===== src/design/wb_cache_pkg.sv =====
//##########################################################
// Write-back cache package
// Geometry, address fields, request structs and FSM states
// shared by every block of the two-way write-back cache.
//##########################################################
`default_nettype none

package wb_cache_pkg;

  // 16 sets of 8-word lines on a 16-bit byte address.
  localparam int ADDR_W     = 16;
  localparam int DATA_W     = 32;
  localparam int BE_W       = DATA_W / 8;
  localparam int LINE_WORDS = 8;
  localparam int SETS       = 16;
  localparam int WAYS       = 2;
  localparam int OFFSET_W   = $clog2(BE_W);
  localparam int WORD_W     = $clog2(LINE_WORDS);
  localparam int SET_W      = $clog2(SETS);
  localparam int TAG_W      = ADDR_W - SET_W - WORD_W - OFFSET_W;
  localparam int WAY_DEPTH  = SETS * LINE_WORDS;

  typedef logic [ADDR_W-1:0]       addr_t;
  typedef logic [DATA_W-1:0]       data_t;
  typedef logic [BE_W-1:0]         be_t;
  typedef logic [TAG_W-1:0]        tag_t;
  typedef logic [SET_W-1:0]        set_t;
  typedef logic [WORD_W-1:0]       word_idx_t;
  typedef logic [SET_W+WORD_W-1:0] way_addr_t;

  // A request is present when rd is set or any byte enable is set.
  typedef struct packed {
    logic  rd;
    be_t   be;
    addr_t addr;
    data_t wdata;
  } cpu_req_t;

  typedef struct packed {
    logic  we;
    be_t   be;
    addr_t addr;
    data_t wdata;
  } ram_req_t;

  typedef struct packed {
    logic      re;
    logic      we;
    way_addr_t addr;
    data_t     wdata;
  } way_port_t;

  typedef enum logic [3:0] {
    idle,
    lookup_rd,
    lookup_wait,
    lookup_resp,
    wb_rd,
    wb_rd_wait,
    wb_issue,
    wb_wait,
    refill_issue,
    refill_wait
  } cache_state_e;

  // Address layout is {tag, set, word, byte offset}.
  function automatic tag_t addr_tag(addr_t addr);
    return addr[ADDR_W-1 -: TAG_W];
  endfunction

  function automatic set_t addr_set(addr_t addr);
    return addr[OFFSET_W+WORD_W +: SET_W];
  endfunction

  function automatic word_idx_t addr_word(addr_t addr);
    return addr[OFFSET_W +: WORD_W];
  endfunction

  // Word-aligned byte address of one word in a line.
  function automatic addr_t line_addr(tag_t tag, set_t set, word_idx_t word);
    return {tag, set, word, {OFFSET_W{1'b0}}};
  endfunction

endpackage

`default_nettype wire

===== src/design/cache_tag_store.sv =====
//##########################################################
// Cache tag store
// Per-set valid, dirty, tag and evictee state for both ways.
// Computes hit and victim, applies installs, dirty marks,
// LRU touches and DMA line invalidations.
//##########################################################
`default_nettype none

module cache_tag_store (
  input  wire                        clk,
  input  wire                        arst_n,
  input  wire wb_cache_pkg::addr_t   lookup_addr,
  input  wire                        install,
  input  wire                        install_way,
  input  wire                        install_dirty,
  input  wire                        mark_dirty,
  input  wire                        touch_way,
  input  wire                        idle,
  input  wire                        inv_valid,
  input  wire wb_cache_pkg::addr_t   inv_addr,
  output logic                       hit,
  output logic                       hit_way,
  output logic                       victim_way,
  output wb_cache_pkg::tag_t         victim_tag,
  output logic                       victim_dirty
);

  localparam int WAYS = wb_cache_pkg::WAYS;
  localparam int SETS = wb_cache_pkg::SETS;

  logic [WAYS-1:0][SETS-1:0] valid;
  logic [WAYS-1:0][SETS-1:0] dirty;
  // The evictee bit of a set names the way that is replaced next.
  logic [SETS-1:0]           evictee;
  wb_cache_pkg::tag_t        tags [WAYS][SETS];

  wb_cache_pkg::tag_t        tag;
  wb_cache_pkg::set_t        set;
  wb_cache_pkg::tag_t        inv_tag;
  wb_cache_pkg::set_t        inv_set;
  logic [WAYS-1:0]           way_hit;

  assign tag     = wb_cache_pkg::addr_tag(lookup_addr);
  assign set     = wb_cache_pkg::addr_set(lookup_addr);
  assign inv_tag = wb_cache_pkg::addr_tag(inv_addr);
  assign inv_set = wb_cache_pkg::addr_set(inv_addr);

  always_comb begin
    for (int w = 0; w < WAYS; w++) begin
      way_hit[w] = valid[w][set] && (tags[w][set] == tag);
    end
  end

  assign hit     = |way_hit;
  assign hit_way = way_hit[1];

  // An invalid way is filled first, way 0 before way 1.
  always_comb begin
    if (!valid[0][set]) begin
      victim_way = 1'b0;
    end else if (!valid[1][set]) begin
      victim_way = 1'b1;
    end else begin
      victim_way = evictee[set];
    end
  end

  assign victim_tag   = tags[victim_way][set];
  assign victim_dirty = valid[victim_way][set] && dirty[victim_way][set];

  always_ff @(posedge clk or negedge arst_n) begin
    if (!arst_n) begin
      valid   <= '0;
      dirty   <= '0;
      evictee <= '0;
    end else begin
      // DMA invalidation is taken only while the controller is idle.
      if (inv_valid && idle) begin
        for (int w = 0; w < WAYS; w++) begin
          if (valid[w][inv_set] && (tags[w][inv_set] == inv_tag)) begin
            valid[w][inv_set] <= 1'b0;
            dirty[w][inv_set] <= 1'b0;
          end
        end
      end
      if (install) begin
        valid[install_way][set] <= 1'b1;
        dirty[install_way][set] <= install_dirty;
        evictee[set]            <= ~install_way;
      end
      if (mark_dirty) begin
        dirty[hit_way][set] <= 1'b1;
      end
      // The other way becomes the next victim.
      if (touch_way) begin
        evictee[set] <= ~hit_way;
      end
    end
  end

  always_ff @(posedge clk) begin
    if (install) begin
      tags[install_way][set] <= tag;
    end
  end

endmodule

`default_nettype wire


===== config.mk =====
export PLATFORM = sky130hd
export DESIGN_NAME = cache_tag_store
export DESIGN_NICKNAME = d
export VERILOG_FILES = /design/src/design/wb_cache_pkg.sv /design/src/design/cache_tag_store.sv
export SDC_FILE = /design/constraint.sdc
export NUM_CORES = 1
export LEC_CHECK = 0
export BUFFER_PORTS_ARGS = -buffer_cell sky130_fd_sc_hd__buf_2
export CAP_MARGIN = 40
export CORE_MARGIN = 2
export CORE_UTILIZATION = 67
export CTS_CLUSTER_DIAMETER = 100
export CTS_CLUSTER_SIZE = 12
export DETAILED_ROUTE_END_ITERATION = 16
export PLACE_DENSITY_LB_ADDON = 0.1
export REMOVE_ABC_BUFFERS = 1
export SLEW_MARGIN = 20
export SYNTH_ARGS = -nofsm -noshare
export SYNTH_HDL_FRONTEND = slang
export SYNTH_SLANG_ARGS = --single-unit

===== constraint.sdc =====
create_clock -name clk -period 4.6 [get_ports clk]
set_input_delay 0.23 -clock clk [delete_from_list [all_inputs] [get_ports clk]]
set_output_delay 0.23 -clock clk [all_outputs]
set_load 0.01 [all_outputs]

Yosys cells after proc, flatten, opt, wreduce, memory -nomap -nowiden --
Memory sizes are Yosys's and may differ from the RTL's. Cells that the tools add are included.
Word-level totals: memories kept 1, word-level logic and storage cells 106, RAM bits 224, bits of input ports 41, register bits after elaboration 80, output and inout bits 11
Memories:
- tags | words 2, bits a word 112, read ports 3, clocked after memory_dff 0, wr ports 1, line cache_tag_store.sv:35 | wb_cache_pkg::tag_t tags [WAYS][SETS];
Cells by class: reduce and logical (&&, ||, !) cells 12, bitwise operators 11, equality and inequality tests 4, multiplexer cells 61, order comparisons 12
Operator list (count):
- 16-bit two-way mux | 12
- 32-bit two-way mux | 5
- 7-bit binary-select mux with 4-bit select | 5
- 112-bit two-way mux | 1
- 7-bit two-way mux | 11
- 16-bit bitwise AND | 4
- 32-bit OR | 2
- 16-bit bitwise mux | 2
- 32-bit bitwise mux | 1
- 16-bit demux with 1-bit select | 2
- 1-bit binary-select mux with 4-bit select | 7
- 7-bit demux with 4-bit select | 1
- 7-bit equality test | 4
- 16-bit NOT | 1
- 1-bit two-way mux | 12
- 1-bit logical AND | 11
- 5-bit greater-or-equal comparator, second input constant | 2
- 4-bit by 5-bit < comparator with 1-bit output, second input constant | 2
- 4-bit NOT with 5-bit output | 2
- 1-bit demux with 4-bit select | 2
- 4-bit by 1-bit greater-or-equal comparator with 1-bit output, second input constant | 2
- 1-bit by 2-bit < comparator with 1-bit output, second input constant | 3
- 5-bit by 1-bit < comparator with 1-bit output, second input constant | 1
- 1-bit greater-or-equal comparator, second input constant | 2
- 2 further kinds | 3

Longest topological paths before layout --
word-level depth 12, gate-level depth with buffers 13, mapped depth without buffers 9

Worst setup path after synthesis --
Ideal clock, no wire load.
kind input -> output, start in lookup_addr[5], end out hit, data arrival time 3.035 ns, stages 10, data required time 4.370 ns, setup slack 1.335 ns, path buffers 5, cells stage by stage buf_6 > buf_6 > buf_6 > buf_1 > buf_2 > mux4_2 > mux4_2 > xnor2_1 > nand4_1 > o21ai_0
On the way: word-level cells in the longest chain between the ends 7, elaborated cells on any way between the ends 16, those cells by class eq/ne (2); mux (10); bitwise (1); reduce/logical (3)
RTL lines:
- from (decl) | line cache_tag_store.sv:12 | input wire wb_cache_pkg::addr_t lookup_addr,
- 4-bit NOT with 5-bit output (not written as such) | line cache_tag_store.sv:50 | way_hit[w] = valid[w][set] && (tags[w][set] == tag);
- 7-bit binary-select mux with 4-bit select | line cache_tag_store.sv:50
- 7-bit two-way mux (not written as such) (2 in series) | line cache_tag_store.sv:50
- 7-bit equality test | line cache_tag_store.sv:50
- 1-bit logical AND | line cache_tag_store.sv:50
- 2-bit OR reduction (*) | line cache_tag_store.sv:54 | assign hit = |way_hit;
- to (decl) | line cache_tag_store.sv:21 | output logic hit,
Mark *: on every way between the ends. The rest lies on a longest branch, timed or not. The select of a mux whose other input is x is not followed.

Final worst setup path --
start reg valid[14] (netlist name), end out victim_tag[5]
On the way: word-level cells in the longest chain between the ends 7
RTL lines:
- from (decl) | line cache_tag_store.sv:31 | logic [WAYS-1:0][SETS-1:0] valid;
- from (signal assigned) | line cache_tag_store.sv:73 | valid <= '0;
- from (signal, indexed assignment) | line cache_tag_store.sv:81 | valid[w][inv_set] <= 1'b0;
- from (signal, indexed assignment) | line cache_tag_store.sv:87 | valid[install_way][set] <= 1'b1;
- 1-bit binary-select mux with 4-bit select | line cache_tag_store.sv:59 | if (!valid[0][set]) begin
- 1-bit two-way mux (not written as such) | line cache_tag_store.sv:59
- 1-bit two-way mux | line cache_tag_store.sv:59
- memory read 2 x 112 bit
- 7-bit binary-select mux with 4-bit select | line cache_tag_store.sv:68 | assign victim_tag = tags[victim_way][set];
- 7-bit two-way mux (not written as such) (2 in series) | line cache_tag_store.sv:68
- to (decl) | line cache_tag_store.sv:24 | output wb_cache_pkg::tag_t victim_tag,
Every way passes these cells. The select of a mux whose other input is x is not followed.

==> flow_summary_export.csv <==
group,metric,value,unit
run_status,status,"complete, no violations",
logic_synthesis,ys_warn_count,0,
place,placed_cell_area,0.0161,mm^2
detailed_routing,first_iter_violations,1370,
setup_path,critical-path-top-delay-family,"multiplexers",
clocking,clkSlewWorstSetupHoldPaths,0.07,ns
logic_synthesis,synth_top_family_by_area,"multiplexers",
global_routing,track_usage,36.4,%
global_routing,global_route_wire_length_before_repair,64000,um
power_and_ir_drop,pwr_density,360,mW/mm^2
sta,totalNegativeSetupSlack,0,ns
place,io_buffer_count,41,
logic_synthesis,synth_mux_area_share,26.8,%
setup_path,worst-r2r-setup-slack,1.32,ns
logic_synthesis,synth_adder_area_share,0,%
power_and_ir_drop,leakage,6.13,nW
logic_synthesis,synth_area,0.0156,mm^2
final_layout,mostFrequentLayoutCell,"sky130_fd_sc_hd__edfxtp_1",
floorplanning,die_w,157,um
floorplanning,design.die.area,0.0246,mm^2
global_routing,grt_pass1_vias,10209,
sta,setup_violations,0,
global_routing,overflow,0,
sta,timing.final.max_slew_violations,0,
logic_synthesis,synth_xor_xnor_area_share,1.57,%
final_layout,area_delta_synth_final,8.89,%
place,place_congestion,0.971,
setup_path,critical_path.reg2reg.startpoint,"tags[1][95]",
final_layout,num_antenna_cells,0,
setup_path,r2r-end,"dirty[17]",
sta,fin_crit_sh,81.6,%
setup_path,worst_ep_required_time,4.37,ns
logic_synthesis,ys_types,48,
global_routing,largest_net_degree_at_the_start_of_global_routing,57,
detailed_routing,viasPerCell,7.32,
floorplanning,floorplan.io_pins,52,
logic_synthesis,syn_inst,991,
detailed_routing,detailroute.via_count,9956,
logic_synthesis,synth-compound-area-share,5.80,%
sta,grt_setup_unrepaired,"false",
place,detailedPlacementHpwl,28400,um
power_and_ir_drop,worst_ir_drop_vdd,0.327,mV
floorplanning,start_util,68.6,%
clocking,cts.root.buffer_cell,"sky130_fd_sc_hd__clkbuf_16",
clocking,clk_path_buf_depth,3,
setup_path,arrival,3.52,ns
setup_path,worstSetupStartpointType,"register",
final_layout,postLayoutCellArea,0.0170,mm^2
global_routing,grt_antenna_before_repair,0,
final_layout,multiInputGateArea,0.00630,mm^2
sta,final_period_minus_worst_setup_slack,3.75,ns
logic_synthesis,syn_area_per_cell,15.8,um^2
logic_synthesis,ys_seq_elements,304,
final_layout,fin_nets,1068,
clocking,ctsResizeCount,0,
detailed_routing,totalWireLength,42800,um
detailed_routing,drc_errors,0,
setup_path,worst-setup-path-type,"register to output pin",
floorplanning,core_area,0.0228,mm^2
clocking,h-tree-depth,1,
clocking,cts_tree,"yes",
sta,fmaxAchievable,267,MHz
sta,timing.final.hold_violations,0,
final_layout,mostFrequentLayoutCells,"sky130_fd_sc_hd__edfxtp_1, sky130_fd_sc_hd__mux4_2, sky130_fd_sc_hd__dfrtp_1, sky130_fd_sc_hd__nand2_1, sky130_fd_sc_hd__inv_1",
sta,clock-skew-final,0.0268,ns
setup_path,maximum_fanout_along_the_worst_path,14,
setup_path,slowest_library_cell_on_the_worst_path,"sky130_fd_sc_hd__mux4_1",
sta,worst_margin_pin_slew,0.781,ns
detailed_routing,antenna_left,0,
logic_synthesis,synth_seq_area_share,55.8,%
clocking,clk_latency,0.55,ns
detailed_routing,routedWlPerCell,31.4,um
setup_path,crit_chain,"mux4_2 -> a22oi_1 -> nand2_1 -> o21ai_4 -> buf_4 -> mux4_1 -> mux2_2 -> buf_2",
final_layout,post_route_cells_drive_above_1_share,28.5,%
run,maxCapViolations,0,
clocking,tritoncts.num_buffers,29,
floorplanning,std_cell_rows,55,
final_layout,area_used_by_sequential_logic_in_the_layout,0.00873,mm^2
setup_path,crit_buf_inv,2,
detailed_routing,detailed_routing_iteration_count_for_the_pre_antenna_repair_pass,5,
final_layout,nFillCells,1369,
sta,slew-limit-headroom,47.8,%
setup_path,critPathMaxStageDelay,0.63,ns
setup_path,nature_of_the_critical_path_endpoint,"output pin",
setup_path,ff2ff_path_depth,7,
min_path,holdCritPathClass,"input port to asynchronous set/reset pin",
clocking,cts.sink_count,304,
logic_synthesis,fraction_of_the_mapped_netlist_area_in_simple_logic_gates,6.07,%
floorplanning,die_y,157,um
registers in the layout, indices dropped and copies added (netlist names):
name	cells
dirty	32
evictee	16
tags	224
valid	32
synth_stat cells (all sizes together):
library cell / number / area, um^2
a21oi: 26 / 130
mux2i: 9 / 90.1
o22a: 1 / 8.76
nand3: 4 / 20.0
nor3b: 2 / 15.0
nor2: 55 / 214
inv: 61 / 229
or2: 1 / 6.26
a22o: 2 / 17.5
nor3: 5 / 25.0
mux2: 7 / 78.8
a22oi: 12 / 109
o211ai: 8 / 60.1
nor2b: 6 / 37.5
a21o: 1 / 7.51
clkbuf: 29 / 113
o21ai: 35 / 186
buf: 37 / 272
and3: 15 / 93.8
nand2b: 9 / 56.3
o22ai: 48 / 338
and2: 13 / 81.3
dfrtp: 80 / 2000
xnor2: 27 / 236
nor4: 5 / 46.3
nand2: 75 / 282
mux4: 178 / 4020
nand4: 9 / 56.3
and2b: 2 / 15.0
edfxtp: 224 / 6730
o32ai: 4 / 50.1
xor2: 1 / 8.76
how the worst max path moves through the flow:
| stage | start | end | slack, ns | depth (start not counted) |
|---|---|---|---|---|
| detailed placement | lookup_addr[5] | victim_tag[5] | 0.80 | 10 |
| CTS | lookup_addr[5] | victim_tag[5] | 0.72 | 10 |
| finish | valid[14] | victim_tag[5] | 0.85 | 8 |
| floorplan | evictee[3] | victim_dirty | 1.46 | 9 |
| global route | valid[7] | victim_dirty | 0.67 | 11 |
| global placement | inv_addr[5] | valid[9] | 0.76 | 9 |
layer usage:
metal	up-vias	wire [um]	part of all wire [%]	GRT usage (%)
met5	-	0	0	0
met4	0	2050	4.8	14.6
met3	134	3800	8.9	6.04
met2	700	21700	51	60.1
met1	5102	15300	36	49.3
li1	4020	-	-	-
cells by family (layout without fill, tap and decap cells):
kind of cell              count (synthesis)  count (layout)
buffers and inverters                   127             184
and+or+nand+nor                         201             201
xor gates and xnor gates                 28              28
muxes                                   194             194
AOI/OAI and AO/OA                       137             137
DFF                                     304             304
through the flow:
step	std cells	util [%]	hold WS, ns	worst slack (ns)	power, mW
finish	1361	74.7	0.154	0.848	6.13
detailed placement	1303	70.9	0.168	0.804	3.99
floorplan	925	-	-0.0656	1.46	3.65
global placement	1294	70.2	0.469	0.765	3.96
global route	1361	74.7	0.168	0.669	6.30
CTS	1356	74.5	0.146	0.716	6.12
worst register-to-register path, delay by kind of cell, from the launching register on:
family / cells / cell delay [ns]
mux: 2 / 0.99
flops: 1 / 0.43
xor+xnor: 1 / 0.30
compound gates: 1 / 0.09
simple gates: 3 / 1.31
report_power, final:
part	internal [mW]	switching, mW	total [mW]
Combinational	0.378	0.449	0.827
Sequential	3.06	0.0674	3.13
Clock	1.18	1.00	2.18
Total	4.62	1.52	6.13
cell type report:
class	instances	area share, %
inverter	61	1.34
multi-input combinational	560	37.0
timing repair buffer	71	3.26
clock inverter	1	0.0514
tap	313	2.30
clock buffer	51	4.75
sequential	304	51.3
repair_timing:
item / CTS / global route
endpoints found under the hold margin: 80 / 0
hold buffers: 1 / 0
setup buffers: 0 / 0
Note: power is estimated with default switching activity, not from simulation.
