## src/design/wb_cache_pkg.sv

```systemverilog
//##########################################################
// Write-back cache package
// Geometry, address fields, request structs and FSM states
// shared by every block of the two-way write-back cache.
//##########################################################
`default_nettype none

package wb_cache_pkg;

  // 16 sets of 8-word lines on a 16-bit byte address.
  localparam int ADDR_W     = 16;
  localparam int DATA_W     = 32;
  localparam int BE_W       = DATA_W / 8;
  localparam int LINE_WORDS = 8;
  localparam int SETS       = 16;
  localparam int WAYS       = 2;
  localparam int OFFSET_W   = $clog2(BE_W);
  localparam int WORD_W     = $clog2(LINE_WORDS);
  localparam int SET_W      = $clog2(SETS);
  localparam int TAG_W      = ADDR_W - SET_W - WORD_W - OFFSET_W;
  localparam int WAY_DEPTH  = SETS * LINE_WORDS;

  typedef logic [ADDR_W-1:0]       addr_t;
  typedef logic [DATA_W-1:0]       data_t;
  typedef logic [BE_W-1:0]         be_t;
  typedef logic [TAG_W-1:0]        tag_t;
  typedef logic [SET_W-1:0]        set_t;
  typedef logic [WORD_W-1:0]       word_idx_t;
  typedef logic [SET_W+WORD_W-1:0] way_addr_t;

  // A request is present when rd is set or any byte enable is set.
  typedef struct packed {
    logic  rd;
    be_t   be;
    addr_t addr;
    data_t wdata;
  } cpu_req_t;

  typedef struct packed {
    logic  we;
    be_t   be;
    addr_t addr;
    data_t wdata;
  } ram_req_t;

  typedef struct packed {
    logic      re;
    logic      we;
    way_addr_t addr;
    data_t     wdata;
  } way_port_t;

  typedef enum logic [3:0] {
    idle,
    lookup_rd,
    lookup_wait,
    lookup_resp,
    wb_rd,
    wb_rd_wait,
    wb_issue,
    wb_wait,
    refill_issue,
    refill_wait
  } cache_state_e;

  // Address layout is {tag, set, word, byte offset}.
  function automatic tag_t addr_tag(addr_t addr);
    return addr[ADDR_W-1 -: TAG_W];
  endfunction

  function automatic set_t addr_set(addr_t addr);
    return addr[OFFSET_W+WORD_W +: SET_W];
  endfunction

  function automatic word_idx_t addr_word(addr_t addr);
    return addr[OFFSET_W +: WORD_W];
  endfunction

  // Word-aligned byte address of one word in a line.
  function automatic addr_t line_addr(tag_t tag, set_t set, word_idx_t word);
    return {tag, set, word, {OFFSET_W{1'b0}}};
  endfunction

endpackage

`default_nettype wire
```

## src/design/cache_controller.sv

```systemverilog
//##########################################################
// Cache controller
// Request FSM for lookup, dirty-line writeback and line
// refill, with byte merging of the pending write.
//##########################################################
`default_nettype none

module cache_controller (
  input  wire                             clk,
  input  wire                             arst_n,
  input  wire wb_cache_pkg::cpu_req_t     cpu_req,
  input  wire                             hit,
  input  wire                             hit_way,
  input  wire                             victim_way,
  input  wire wb_cache_pkg::tag_t         victim_tag,
  input  wire                             victim_dirty,
  input  wire wb_cache_pkg::data_t        way0_q,
  input  wire wb_cache_pkg::data_t        way1_q,
  input  wire wb_cache_pkg::data_t        ram_rdata,
  input  wire                             ram_ready,
  input  wire                             ram_busy,
  output wb_cache_pkg::data_t             rdata,
  output logic                            success,
  output logic                            ram_req,
  output wb_cache_pkg::ram_req_t          ram_cmd,
  output wb_cache_pkg::way_port_t         way0_port,
  output wb_cache_pkg::way_port_t         way1_port,
  output wb_cache_pkg::addr_t             lookup_addr,
  output logic                            install,
  output logic                            install_way,
  output logic                            install_dirty,
  output logic                            mark_dirty,
  output logic                            touch_way,
  output logic                            idle
);

  localparam int WAYS = wb_cache_pkg::WAYS;

  wb_cache_pkg::cache_state_e state;
  wb_cache_pkg::cpu_req_t     req;
  wb_cache_pkg::word_idx_t    beat;
  wb_cache_pkg::data_t        hold_word;
  logic                       pending;
  wb_cache_pkg::way_port_t    port_q [WAYS];
  wb_cache_pkg::data_t        way_q [WAYS];

  wb_cache_pkg::tag_t         req_tag;
  wb_cache_pkg::set_t         req_set;
  wb_cache_pkg::word_idx_t    req_word;
  logic                       req_write;
  logic                       last_beat;
  wb_cache_pkg::data_t        hit_merged;
  wb_cache_pkg::data_t        fill_word;

  // Byte lanes are little endian.
  function automatic wb_cache_pkg::data_t merge_bytes(wb_cache_pkg::data_t old_word,
                                                      wb_cache_pkg::data_t new_word,
                                                      wb_cache_pkg::be_t be);
    wb_cache_pkg::data_t result;
    result = old_word;
    for (int b = 0; b < wb_cache_pkg::BE_W; b++) begin
      if (be[b]) begin
        result[8*b +: 8] = new_word[8*b +: 8];
      end
    end
    return result;
  endfunction

  assign way_q[0]  = way0_q;
  assign way_q[1]  = way1_q;
  assign way0_port = port_q[0];
  assign way1_port = port_q[1];

  assign req_tag   = wb_cache_pkg::addr_tag(req.addr);
  assign req_set   = wb_cache_pkg::addr_set(req.addr);
  assign req_word  = wb_cache_pkg::addr_word(req.addr);
  assign req_write = |req.be;
  assign last_beat = (beat == wb_cache_pkg::word_idx_t'(wb_cache_pkg::LINE_WORDS - 1));

  // A read leaves the word as it is, since no lane is enabled.
  assign hit_merged = merge_bytes(way_q[hit_way], req.wdata, req.be);
  assign fill_word  = (beat == req_word) ? merge_bytes(ram_rdata, req.wdata, req.be)
                                         : ram_rdata;

  assign lookup_addr   = req.addr;
  assign idle          = (state == wb_cache_pkg::idle);
  assign touch_way     = (state == wb_cache_pkg::lookup_resp) && hit;
  assign mark_dirty    = touch_way && req_write;
  assign install       = (state == wb_cache_pkg::refill_wait) && ram_ready && last_beat;
  assign install_way   = victim_way;
  assign install_dirty = req_write;

  always_ff @(posedge clk or negedge arst_n) begin
    if (!arst_n) begin
      state     <= wb_cache_pkg::idle;
      req       <= '0;
      beat      <= '0;
      hold_word <= '0;
      pending   <= 1'b0;
      success   <= 1'b0;
      rdata     <= '0;
      ram_req   <= 1'b0;
      ram_cmd   <= '0;
      for (int w = 0; w < WAYS; w++) begin
        port_q[w] <= '0;
      end
    end else begin
      // Strobes last one cycle; success trails the registered rdata.
      ram_req <= 1'b0;
      success <= pending;
      pending <= 1'b0;
      for (int w = 0; w < WAYS; w++) begin
        port_q[w].re <= 1'b0;
        port_q[w].we <= 1'b0;
      end

      case (state)
        wb_cache_pkg::idle: begin
          // The requester holds its request until success, so skip it
          // while the previous completion is still on its way out.
          if ((cpu_req.rd || (|cpu_req.be)) && !success && !pending) begin
            req   <= cpu_req;
            state <= wb_cache_pkg::lookup_rd;
          end
        end

        wb_cache_pkg::lookup_rd: begin
          for (int w = 0; w < WAYS; w++) begin
            port_q[w].re   <= 1'b1;
            port_q[w].addr <= {req_set, req_word};
          end
          state <= wb_cache_pkg::lookup_wait;
        end

        wb_cache_pkg::lookup_wait: begin
          state <= wb_cache_pkg::lookup_resp;
        end

        wb_cache_pkg::lookup_resp: begin
          if (hit) begin
            if (req_write) begin
              port_q[hit_way].we    <= 1'b1;
              port_q[hit_way].addr  <= {req_set, req_word};
              port_q[hit_way].wdata <= hit_merged;
            end
            rdata   <= hit_merged;
            pending <= 1'b1;
            state   <= wb_cache_pkg::idle;
          end else begin
            beat  <= '0;
            state <= victim_dirty ? wb_cache_pkg::wb_rd : wb_cache_pkg::refill_issue;
          end
        end

        // Victim line goes out to RAM one word at a time.
        wb_cache_pkg::wb_rd: begin
          port_q[victim_way].re   <= 1'b1;
          port_q[victim_way].addr <= {req_set, beat};
          state                   <= wb_cache_pkg::wb_rd_wait;
        end

        wb_cache_pkg::wb_rd_wait: begin
          state <= wb_cache_pkg::wb_issue;
        end

        wb_cache_pkg::wb_issue: begin
          if (!ram_busy) begin
            ram_req <= 1'b1;
            ram_cmd <= '{we:    1'b1,
                         be:    '1,
                         addr:  wb_cache_pkg::line_addr(victim_tag, req_set, beat),
                         wdata: way_q[victim_way]};
            state   <= wb_cache_pkg::wb_wait;
          end
        end

        wb_cache_pkg::wb_wait: begin
          if (ram_ready) begin
            beat  <= beat + 1'b1;
            state <= last_beat ? wb_cache_pkg::refill_issue : wb_cache_pkg::wb_rd;
          end
        end

        wb_cache_pkg::refill_issue: begin
          if (!ram_busy) begin
            ram_req <= 1'b1;
            ram_cmd <= '{we:    1'b0,
                         be:    '0,
                         addr:  wb_cache_pkg::line_addr(req_tag, req_set, beat),
                         wdata: '0};
            state   <= wb_cache_pkg::refill_wait;
          end
        end

        // Each returned word goes into the victim way, the requested
        // word with the pending write merged in.
        wb_cache_pkg::refill_wait: begin
          if (ram_ready) begin
            port_q[victim_way].we    <= 1'b1;
            port_q[victim_way].addr  <= {req_set, beat};
            port_q[victim_way].wdata <= fill_word;
            if (beat == req_word) begin
              hold_word <= fill_word;
            end
            beat <= beat + 1'b1;
            if (last_beat) begin
              rdata   <= (beat == req_word) ? fill_word : hold_word;
              pending <= 1'b1;
              state   <= wb_cache_pkg::idle;
            end else begin
              state <= wb_cache_pkg::refill_issue;
            end
          end
        end

        default: begin
          state <= wb_cache_pkg::idle;
        end
      endcase
    end
  end

endmodule

`default_nettype wire

```

## config.mk

```make
export PLATFORM = sky130hd
export DESIGN_NAME = cache_controller
export DESIGN_NICKNAME = d
export VERILOG_FILES = /design/src/design/wb_cache_pkg.sv /design/src/design/cache_controller.sv
export SDC_FILE = /design/constraint.sdc
export NUM_CORES = 1
export LEC_CHECK = 0
export BUFFER_PORTS_ARGS = -buffer_cell sky130_fd_sc_hd__buf_4
export CORE_ASPECT_RATIO = 0.6
export CORE_MARGIN = 4
export CORE_UTILIZATION = 58
export DETAILED_ROUTE_END_ITERATION = 16
export PLACE_DENSITY = 0.87
export SLEW_MARGIN = 25
export SYNTH_ARGS = -nofsm -noshare
export SYNTH_HDL_FRONTEND = slang
export SYNTH_SLANG_ARGS = --single-unit
```

## constraint.sdc

```tcl
create_clock -name clk -period 4.9 [get_ports clk]
set_input_delay 0.245 -clock clk [delete_from_list [all_inputs] [get_ports clk]]
set_output_delay 0.245 -clock clk [all_outputs]
set_load 0.005 [all_outputs]
```

Word-level counts from Yosys, hierarchy flattened
Index checks and enable logic that the tools add are counted.

Add/sub/neg operators: 1. Multiply operators: 0. Div/mod/pow operators: 0. Magnitude comparators: 4. Eq/ne operators: 21. Shift operators: 0. Mux-type cells: 75. Bitwise operators: 2. Reductions and logical operators: 29.

Operators with widths (number): $bwmux W82 (8); $mux W32 (13); $demux W41 S1 (7); $mux W82 (3); $pmux W32 S3 (2); $mux W53 (2); $pmux W53 S2 (1); $mux W40 (2); $mux W39 (2); $mux W8 (8); $pmux W32 S2 (1); $pmux W7 S4 (2); $mux W41 (1); $pmux W4 S10 (1); $mux W4 (9); $eq A4 B3 Y1 const B (4); $ne A2 B2 Y1 const B (8); $reduce_and A4 Y1 (3); $eq A4 B2 Y1 const B (2); $eq A4 B4 Y1 const B (2); $logic_and A1 B1 Y1 (8); $pmux W1 S4 (2); $reduce_or A4 Y1 (2); $mux W3 (2); 22 further kinds (37).

Register bits after elaboration: 261. Latch bits: 0. RAM bits: 0. Memory bits (read-only): 0. Input port bits: 164. Logic and storage cells: 154. Memories: 0.

Depth between registers and ports, before layout
Gate-level depths: netlist of run 1.

Depth in word-level cells: 11. Mapped depth: 9. Mapped depth without buffers: 6.

Worst setup path after synthesis of run 1
OpenSTA, ideal clock, no wires.

Path kind: reg2reg. Start point: register beat[0]. End point: register rdata[12]. Setup time: 0.128 ns. Arrival: 1.838 ns. Setup slack: 2.934 ns. Cell stages (with the launch flop): 9. Path buffers: 3. Cell sequence: dfrtp_1 > clkbuf_1 > xor2_1 > nor3_1 > buf_2 > buf_4 > mux2i_1 > o21ai_0 > mux2_1.

Cells in the longest elaborated chain, start to end: 6.

RTL lines: from (decl) (RTL line cache_controller.sv:41) `wb_cache_pkg::word_idx_t beat;`; from (signal assigned) (RTL line cache_controller.sv:179) `beat <= beat + 1'b1;`; from (signal assigned) (RTL line cache_controller.sv:205) `beat <= beat + 1'b1;`; $eq A3 B3 Y1 (RTL line cache_controller.sv:82, cache_controller.sv:207); $mux W32 (RTL line cache_controller.sv:82) `assign fill_word = (beat == req_word) ? merge_bytes(ram_rdata, req.wdata, req.be)`; $mux W32; $mux W32 (RTL line cache_controller.sv:206) `if (last_beat) begin`; $mux W32 (RTL line cache_controller.sv:198) `if (ram_ready) begin`; $pmux W32 S2 (RTL line cache_controller.sv:117) `case (state)`; to (signal assigned) (RTL line cache_controller.sv:146) `rdata <= hit_merged;`; to (signal assigned) (RTL line cache_controller.sv:207) `rdata <= (beat == req_word) ? fill_word : hold_word;`; to (decl) (RTL line cache_controller.sv:22) `output wb_cache_pkg::data_t rdata,`.

Parallel ways exist; a longest one is shown, timed or not. The select of a mux whose other input is x is not followed. A chain may end at the register's enable or synchronous reset.

Final worst setup path of run 1
Start point: register req[49] (netlist name). End point: register port_q (netlist bit way1_port[6]).

Cells in the longest elaborated chain, start to end: 3.

RTL lines: from (decl) (RTL line cache_controller.sv:40) `wb_cache_pkg::cpu_req_t req;`; from (signal assigned) (RTL line cache_controller.sv:122) `req <= cpu_req;`; $reduce_or A4 Y1 (RTL line cache_controller.sv:77) `assign req_write = |req.be;`; $ne A2 B2 Y1 (no source line); $reduce_and A4 Y1 (no source line); to (decl) (RTL line cache_controller.sv:44) `wb_cache_pkg::way_port_t port_q [WAYS];`.

Every way passes these cells.

==> results of run 1 <==
[area by class of cell]
class | instances | share of cell area [%]
Timing Repair Buffer | 427 | 19.6
Multi-Input combinational cell | 842 | 35.8
Clock buffer | 34 | 4.10
Antenna cell | 1 | 0.0145
Tap cell | 308 | 2.23
Clock inverter | 8 | 0.535
Inverter | 37 | 0.803
Sequential cell | 255 | 36.9
[path summary, 6_finish.rpt]
path                               start        endpoint  cells past startpoint
max in group asynchronous         arst_n         req[48]                      3
min in group asynchronous         arst_n  lookup_addr[1]                      2
min                        victim_tag[2]     ram_cmd[43]                      3
max reg2reg                      req[49]    way1_port[6]                      6
max                              req[49]    way1_port[6]                      6
min reg2reg                      pending         success                      0
[synth_stat cells, types with 11 or more instances]
master      n  share of area [%]
buf_2      39                1.5
buf_4      30                1.7
clkbuf_1   54                1.5
dfrtp_1   255                 48
inv_1      34               0.96
mux2_1     34                2.9
mux2_2     65                5.5
mux2i_1   200                 15
nand2_1   149                4.2
nand3_1    65                2.4
nor2_1     12               0.34
o21ai_0   134                5.0
o21ai_1    11               0.41
o221ai_1   64                4.2
o31ai_1    33                1.9
[cells in the final DEF (no fill, tap or decap), types with 3 or more instances in the layout]
| cell | n |
|---|---|
| buf_4 | 365 |
| dfrtp_1 | 252 |
| mux2i_1 | 200 |
| nand2_1 | 145 |
| o21ai_0 | 134 |
| mux2_2 | 65 |
| nand3_1 | 64 |
| o221ai_1 | 64 |
| dlygate4sd3_1 | 60 |
| inv_1 | 34 |
| mux2_1 | 34 |
| o31ai_1 | 33 |
| clkbuf_16 | 25 |
| nor2_1 | 12 |
| o21ai_1 | 11 |
| nand2_2 | 7 |
| nand2b_1 | 7 |
| and2_1 | 5 |
| a221o_1 | 5 |
| clkinv_2 | 5 |
| clkbuf_8 | 5 |
| nor3_1 | 4 |
| clkbuf_1 | 4 |
| inv_2 | 3 |
| nor2b_1 | 3 |
| xor2_1 | 3 |
| a31oi_1 | 3 |
| a21oi_1 | 3 |
| a211oi_1 | 3 |
| dfrtp_2 | 3 |
[logic make-up after synthesis]
| family | share of synthesized area (%) |
|---|---|
| flops | 47.9 |
| compound gates | 13.2 |
| mux | 23.4 |
| simple gates | 9.25 |
| fa+ha+maj | 0.188 |
| xor+xnor | 0.197 |
| buf+inv | 5.86 |
| other cells | 0.0281 |
[per-layer routing]
metal / global-route usage [%] / vias up / part of all wire (%)
li1: - / 5210 / -
met1: 44.7 / 5854 / 40
met2: 53.7 / 707 / 47
met3: 8.28 / 118 / 9.8
met4: 11.0 / 4 / 3.3
met5: 0 / - / 0.090
[worst max-delay path, stage by stage, from the launching register on]
cell and delay [ps]:
dfrtp_2 730, o41ai_2 700, nor2_1 210, nand2_2 600, buf_4 480, nand3_1 140
o221ai_1 110
[state kept, by name, summed over array words and instances (netlist names)]
| signal | flops |
|---|---|
| beat | 3 |
| hold_word | 32 |
| lookup_addr | 16 |
| pending | 1 |
| ram_cmd | 47 |
| ram_req | 1 |
| rdata | 32 |
| req | 36 |
| state | 4 |
| success | 1 |
| way0_port | 41 |
| way1_port | 41 |
[power groups by stage]
stage	registers [uW]	clock network, uW	logic, uW
floorplan	3570	0	2800
global placement	3880	0	4220
detailed placement	3920	0	4390
CTS	3900	1950	4460
global route	4050	2040	4900
finish	3960	1930	4520
[metrics by stage]
step                      hold slack [ps]  total power [uW]  instance area [um^2]  setup slack [ps]
after floorplan                     -50.6              6370                 13300              2930
after global placement                330              8100                 15900              1980
after detailed placement              327              8310                 15900              1880
after CTS                            12.0             10300                 17300              1860
after global routing                 58.5             11000                 17300              1590
final                                37.2             10400                 17300              1770
==> impl_metrics.ini, run 1 <==
[flow_run]
max_cap_violations = 0

[final_layout]
fin_util_pct = 77.4
seq_area_um2 = 6380
syn_to_final_growth_pct = 29.8
multi_input_area_um2 = 6200
fill_cells = 1411
drive_gt1_share_pct = 30.9
nNetsFinal = 1754
final_cells = 1912

[synthesis]
syn_avg_cell_area_um2 = 10.6
netlist_instances = 1261
synth_area_um2 = 13300
ys_warn_count = 0
ys.flop_type = dfrtp_1
synthDistinctLibCells = 51
async_flop_share_pct = 100
ys_seq_area_share_pct = 47.9
ys_ff_latch = 255
synth-edff-count = 0

[cts]
cts_max_level = 1
clk_pin_slew_ps = 70
worst_skew_pair.late_latency_ps = 520
cts_sinks = 255
cts_made_buffers = 25
cts_root_buffer = clkbuf_16
ctsResizeCount = 0
cts_tree = yes
ctsHoldBuffers = 60
cts_setup_buffers = 0
clock_path_buffers = 3

[grt]
grt_max_degree = 99
grtUsageTotal_pct = 33.3
grt_pass1_vias = 12000
antenna_found_initial = 3
grt_first_pass_wirelength_um = 68200
overflow = 0

[drt]
via_per_inst = 6.22
vias = 11900
drt_iter0_markers = 1211
postRouteWirelength_um = 44300
postRouteAntennaNets = 0
drc = 0
dr.pass1.iters = 5
routedWlPerCell_um = 23.2

[floorplanning]
die_h_um = 125
die-area_um2 = 25500
io_pins = 355
initial_core_util_pct = 59.6
die_w_um = 204
rows = 42
core_um2 = 22300

[power]
ir_drop_mv = 0.363
p_int_uw = 6490
p_switching_uw = 3920
pwr-share-seq_pct = 38.0
switching_share_pct = 37.7
p_leak_uw = 0.00854
comb_power_share_pct = 43.5
p_clk_share_pct = 18.5
power.density_nw_per_um2 = 602

[critical_path]
end_kind = flop
reg2reg_slack_ps = 1770
crit_fanout = 44
crit_required_ps = 5310
cp.arrival_ps = 3530
worstSetupStartpointType = flop
worst-setup-path-type = reg2reg

[timing]
min_period_over_period_pct = 63.8
worst_pin_slew_ps = 1010
relSlewSlack_pct = 32.4
setup_tns_ps = 0
drv_slew = 0
fin_skew_ps = 14.2
period_needed_ps = 3130
clock.fmax_ghz = 0.320
final_hold_viol_count = 0
rsz0062_at_grt = no
finalSetupViolCount = 0

[placed_design]
finalWeightedCongestion = 0.885
placed_cells = 1808
dp_hpwl_um = 29300
io_buffers = 352

[outcome]
status = complete, no violations

[worst_hold_path]
hold_class = in2reg
No activity file was read; power rests on OpenSTA's default activity.
==> inputs of run 2 (changes only) <==
Settings changed: CORE_UTILIZATION 58 to 48, PLACE_DENSITY 0.87 to 0.77.
Clock period 4.9 ns to 2.65 ns, I/O delays scaled along.
==> impl_metrics.ini, run 2 (synthesis results as in run 1) <==
[outcome]
status = complete, no violations

[worst_hold_path]
hold_class = in2reg

[grt]
grtUsageTotal_pct = 29.6
overflow = 0
antenna_found_initial = 0
grt_pass1_vias = 12400
grt_first_pass_wirelength_um = 71700
grt_max_degree = 88

[floorplanning]
core_um2 = 26900
die_w_um = 223
initial_core_util_pct = 49.6
rows = 46
io_pins = 355
die-area_um2 = 30600
die_h_um = 137

[critical_path]
crit_chain = xor2_1 > nor3_2 > buf_12 > nand2_1 > mux2i_1 > o221ai_1
crit_path_max_incr_delay_ps = 480
critPathTopFamily = simple AND/OR/NAND/NOR gates
worst-setup-path-type = reg2reg
crit_path_top_delay_cell = dfrtp_1
crit_required_ps = 3030
end_kind = flop
worstSetupStartpointType = flop
reg2reg_slack_ps = 190
cp.arrival_ps = 2840
crit_fanout = 36
cp_num_buf_inv = 1

[timing]
setup_tns_ps = 0
min_period_over_period_pct = 92.9
fin_skew_ps = 11.3
final_hold_viol_count = 0
relSlewSlack_pct = 50.5
clock.fmax_ghz = 0.406
finalSetupViolCount = 0
period_needed_ps = 2460
setup_ws_ps = 189
worst_pin_slew_ps = 739
drv_slew = 0
rsz0062_at_grt = no
holdWs_ps = 15.2

[cts]
cts_setup_buffers = 0
cts_made_buffers = 25
ctsHoldBuffers = 159
ctsResizeCount = 0
cts_tree = yes
worst_skew_pair.late_latency_ps = 530
cts_root_buffer = clkbuf_16
cts_sinks = 255
clock_path_buffers = 3
cts_max_level = 1
clk_pin_slew_ps = 70

[drt]
routedWlPerCell_um = 22.3
drt_iter0_markers = 1138
postRouteAntennaNets = 0
postRouteWirelength_um = 46400
vias = 12100
drc = 0
via_per_inst = 5.83
dr.pass1.iters = 5

[final_layout]
largest_reg_flops = 47
fill_cells = 1931
regMostFlops = ram_cmd
antenna_cells = 0
drive_gt1_share_pct = 30.0
nNetsFinal = 1872
syn_to_final_growth_pct = 39.6
final_common_cell = buf_4
layout_common_cells = buf_4, dfrtp_1, mux2i_1, dlygate4sd3_1, nand2_1
final_cells = 2081

[power]
power.density_nw_per_um2 = 1050
p_leak_uw = 0.00908
ir_drop_mv = 0.631

[flow_run]
max_cap_violations = 0

[placed_design]
placed_cells = 1880
finalWeightedCongestion = 0.901
dp_slack_ps = 299
dp_hpwl_um = 30400
io_buffers = 352
-- run 2: cell type report --
cell class	count	area, um^2	share of cell area, %
Clock buffer	34	719	3.87
Clock inverter	8	115	0.619
Inverter	37	139	0.747
Multi-Input combinational cell	842	6200	33.4
Sequential cell	255	6390	34.3
Tap cell	360	450	2.42
Timing Repair Buffer	545	4580	24.7
-- run 2: path summary, 6_finish.rpt --
path	from	endpoint	cells past startpoint
worst max-delay path	beat[0]	way1_port[23]	6
worst min-delay path	ram_rdata[16]	way0_port[16]	3
worst max register to register	beat[0]	way1_port[23]	6
worst min register to register	pending	success	0
max in group asynchronous	arst_n	hold_word[8]	3
min in group asynchronous	arst_n	lookup_addr[5]	2
-- run 2: per-layer routing --
| metal | GRT usage, % | vias to the layer above | wire length (um) |
|---|---|---|---|
| met5 | 0 | - | 0 |
| met4 | 9.65 | 0 | 1560 |
| met3 | 6.58 | 93 | 3890 |
| met2 | 47.9 | 592 | 21400 |
| met1 | 40.1 | 6015 | 19500 |
| li1 | - | 5432 | - |
-- run 2: report_power, final --
group	internal, uW	switching [uW]	total [uW]
Clock	2180	1540	3720
Combinational	4590	4270	8870
Sequential	5560	1440	7000
-- run 2: worst min-delay path: cells and delay by family --
kind,cells,cell delay (ps)
AOI/OAI and AO/OA,1,180
buffers and inverters,1,90
muxes,1,90
-- run 2: stage by stage --
stage / utilization [%] / cell area (um^2) / power (uW)
6_report: 69.2 / 18600 / 19600
2_1_floorplan: - / 13300 / 11800
5_1_grt: 69.2 / 18600 / 20800
3_5_place_dp: 60.2 / 16200 / 15500
3_3_place_gp: 60.2 / 16200 / 15200
4_1_cts: 69.2 / 18600 / 19500
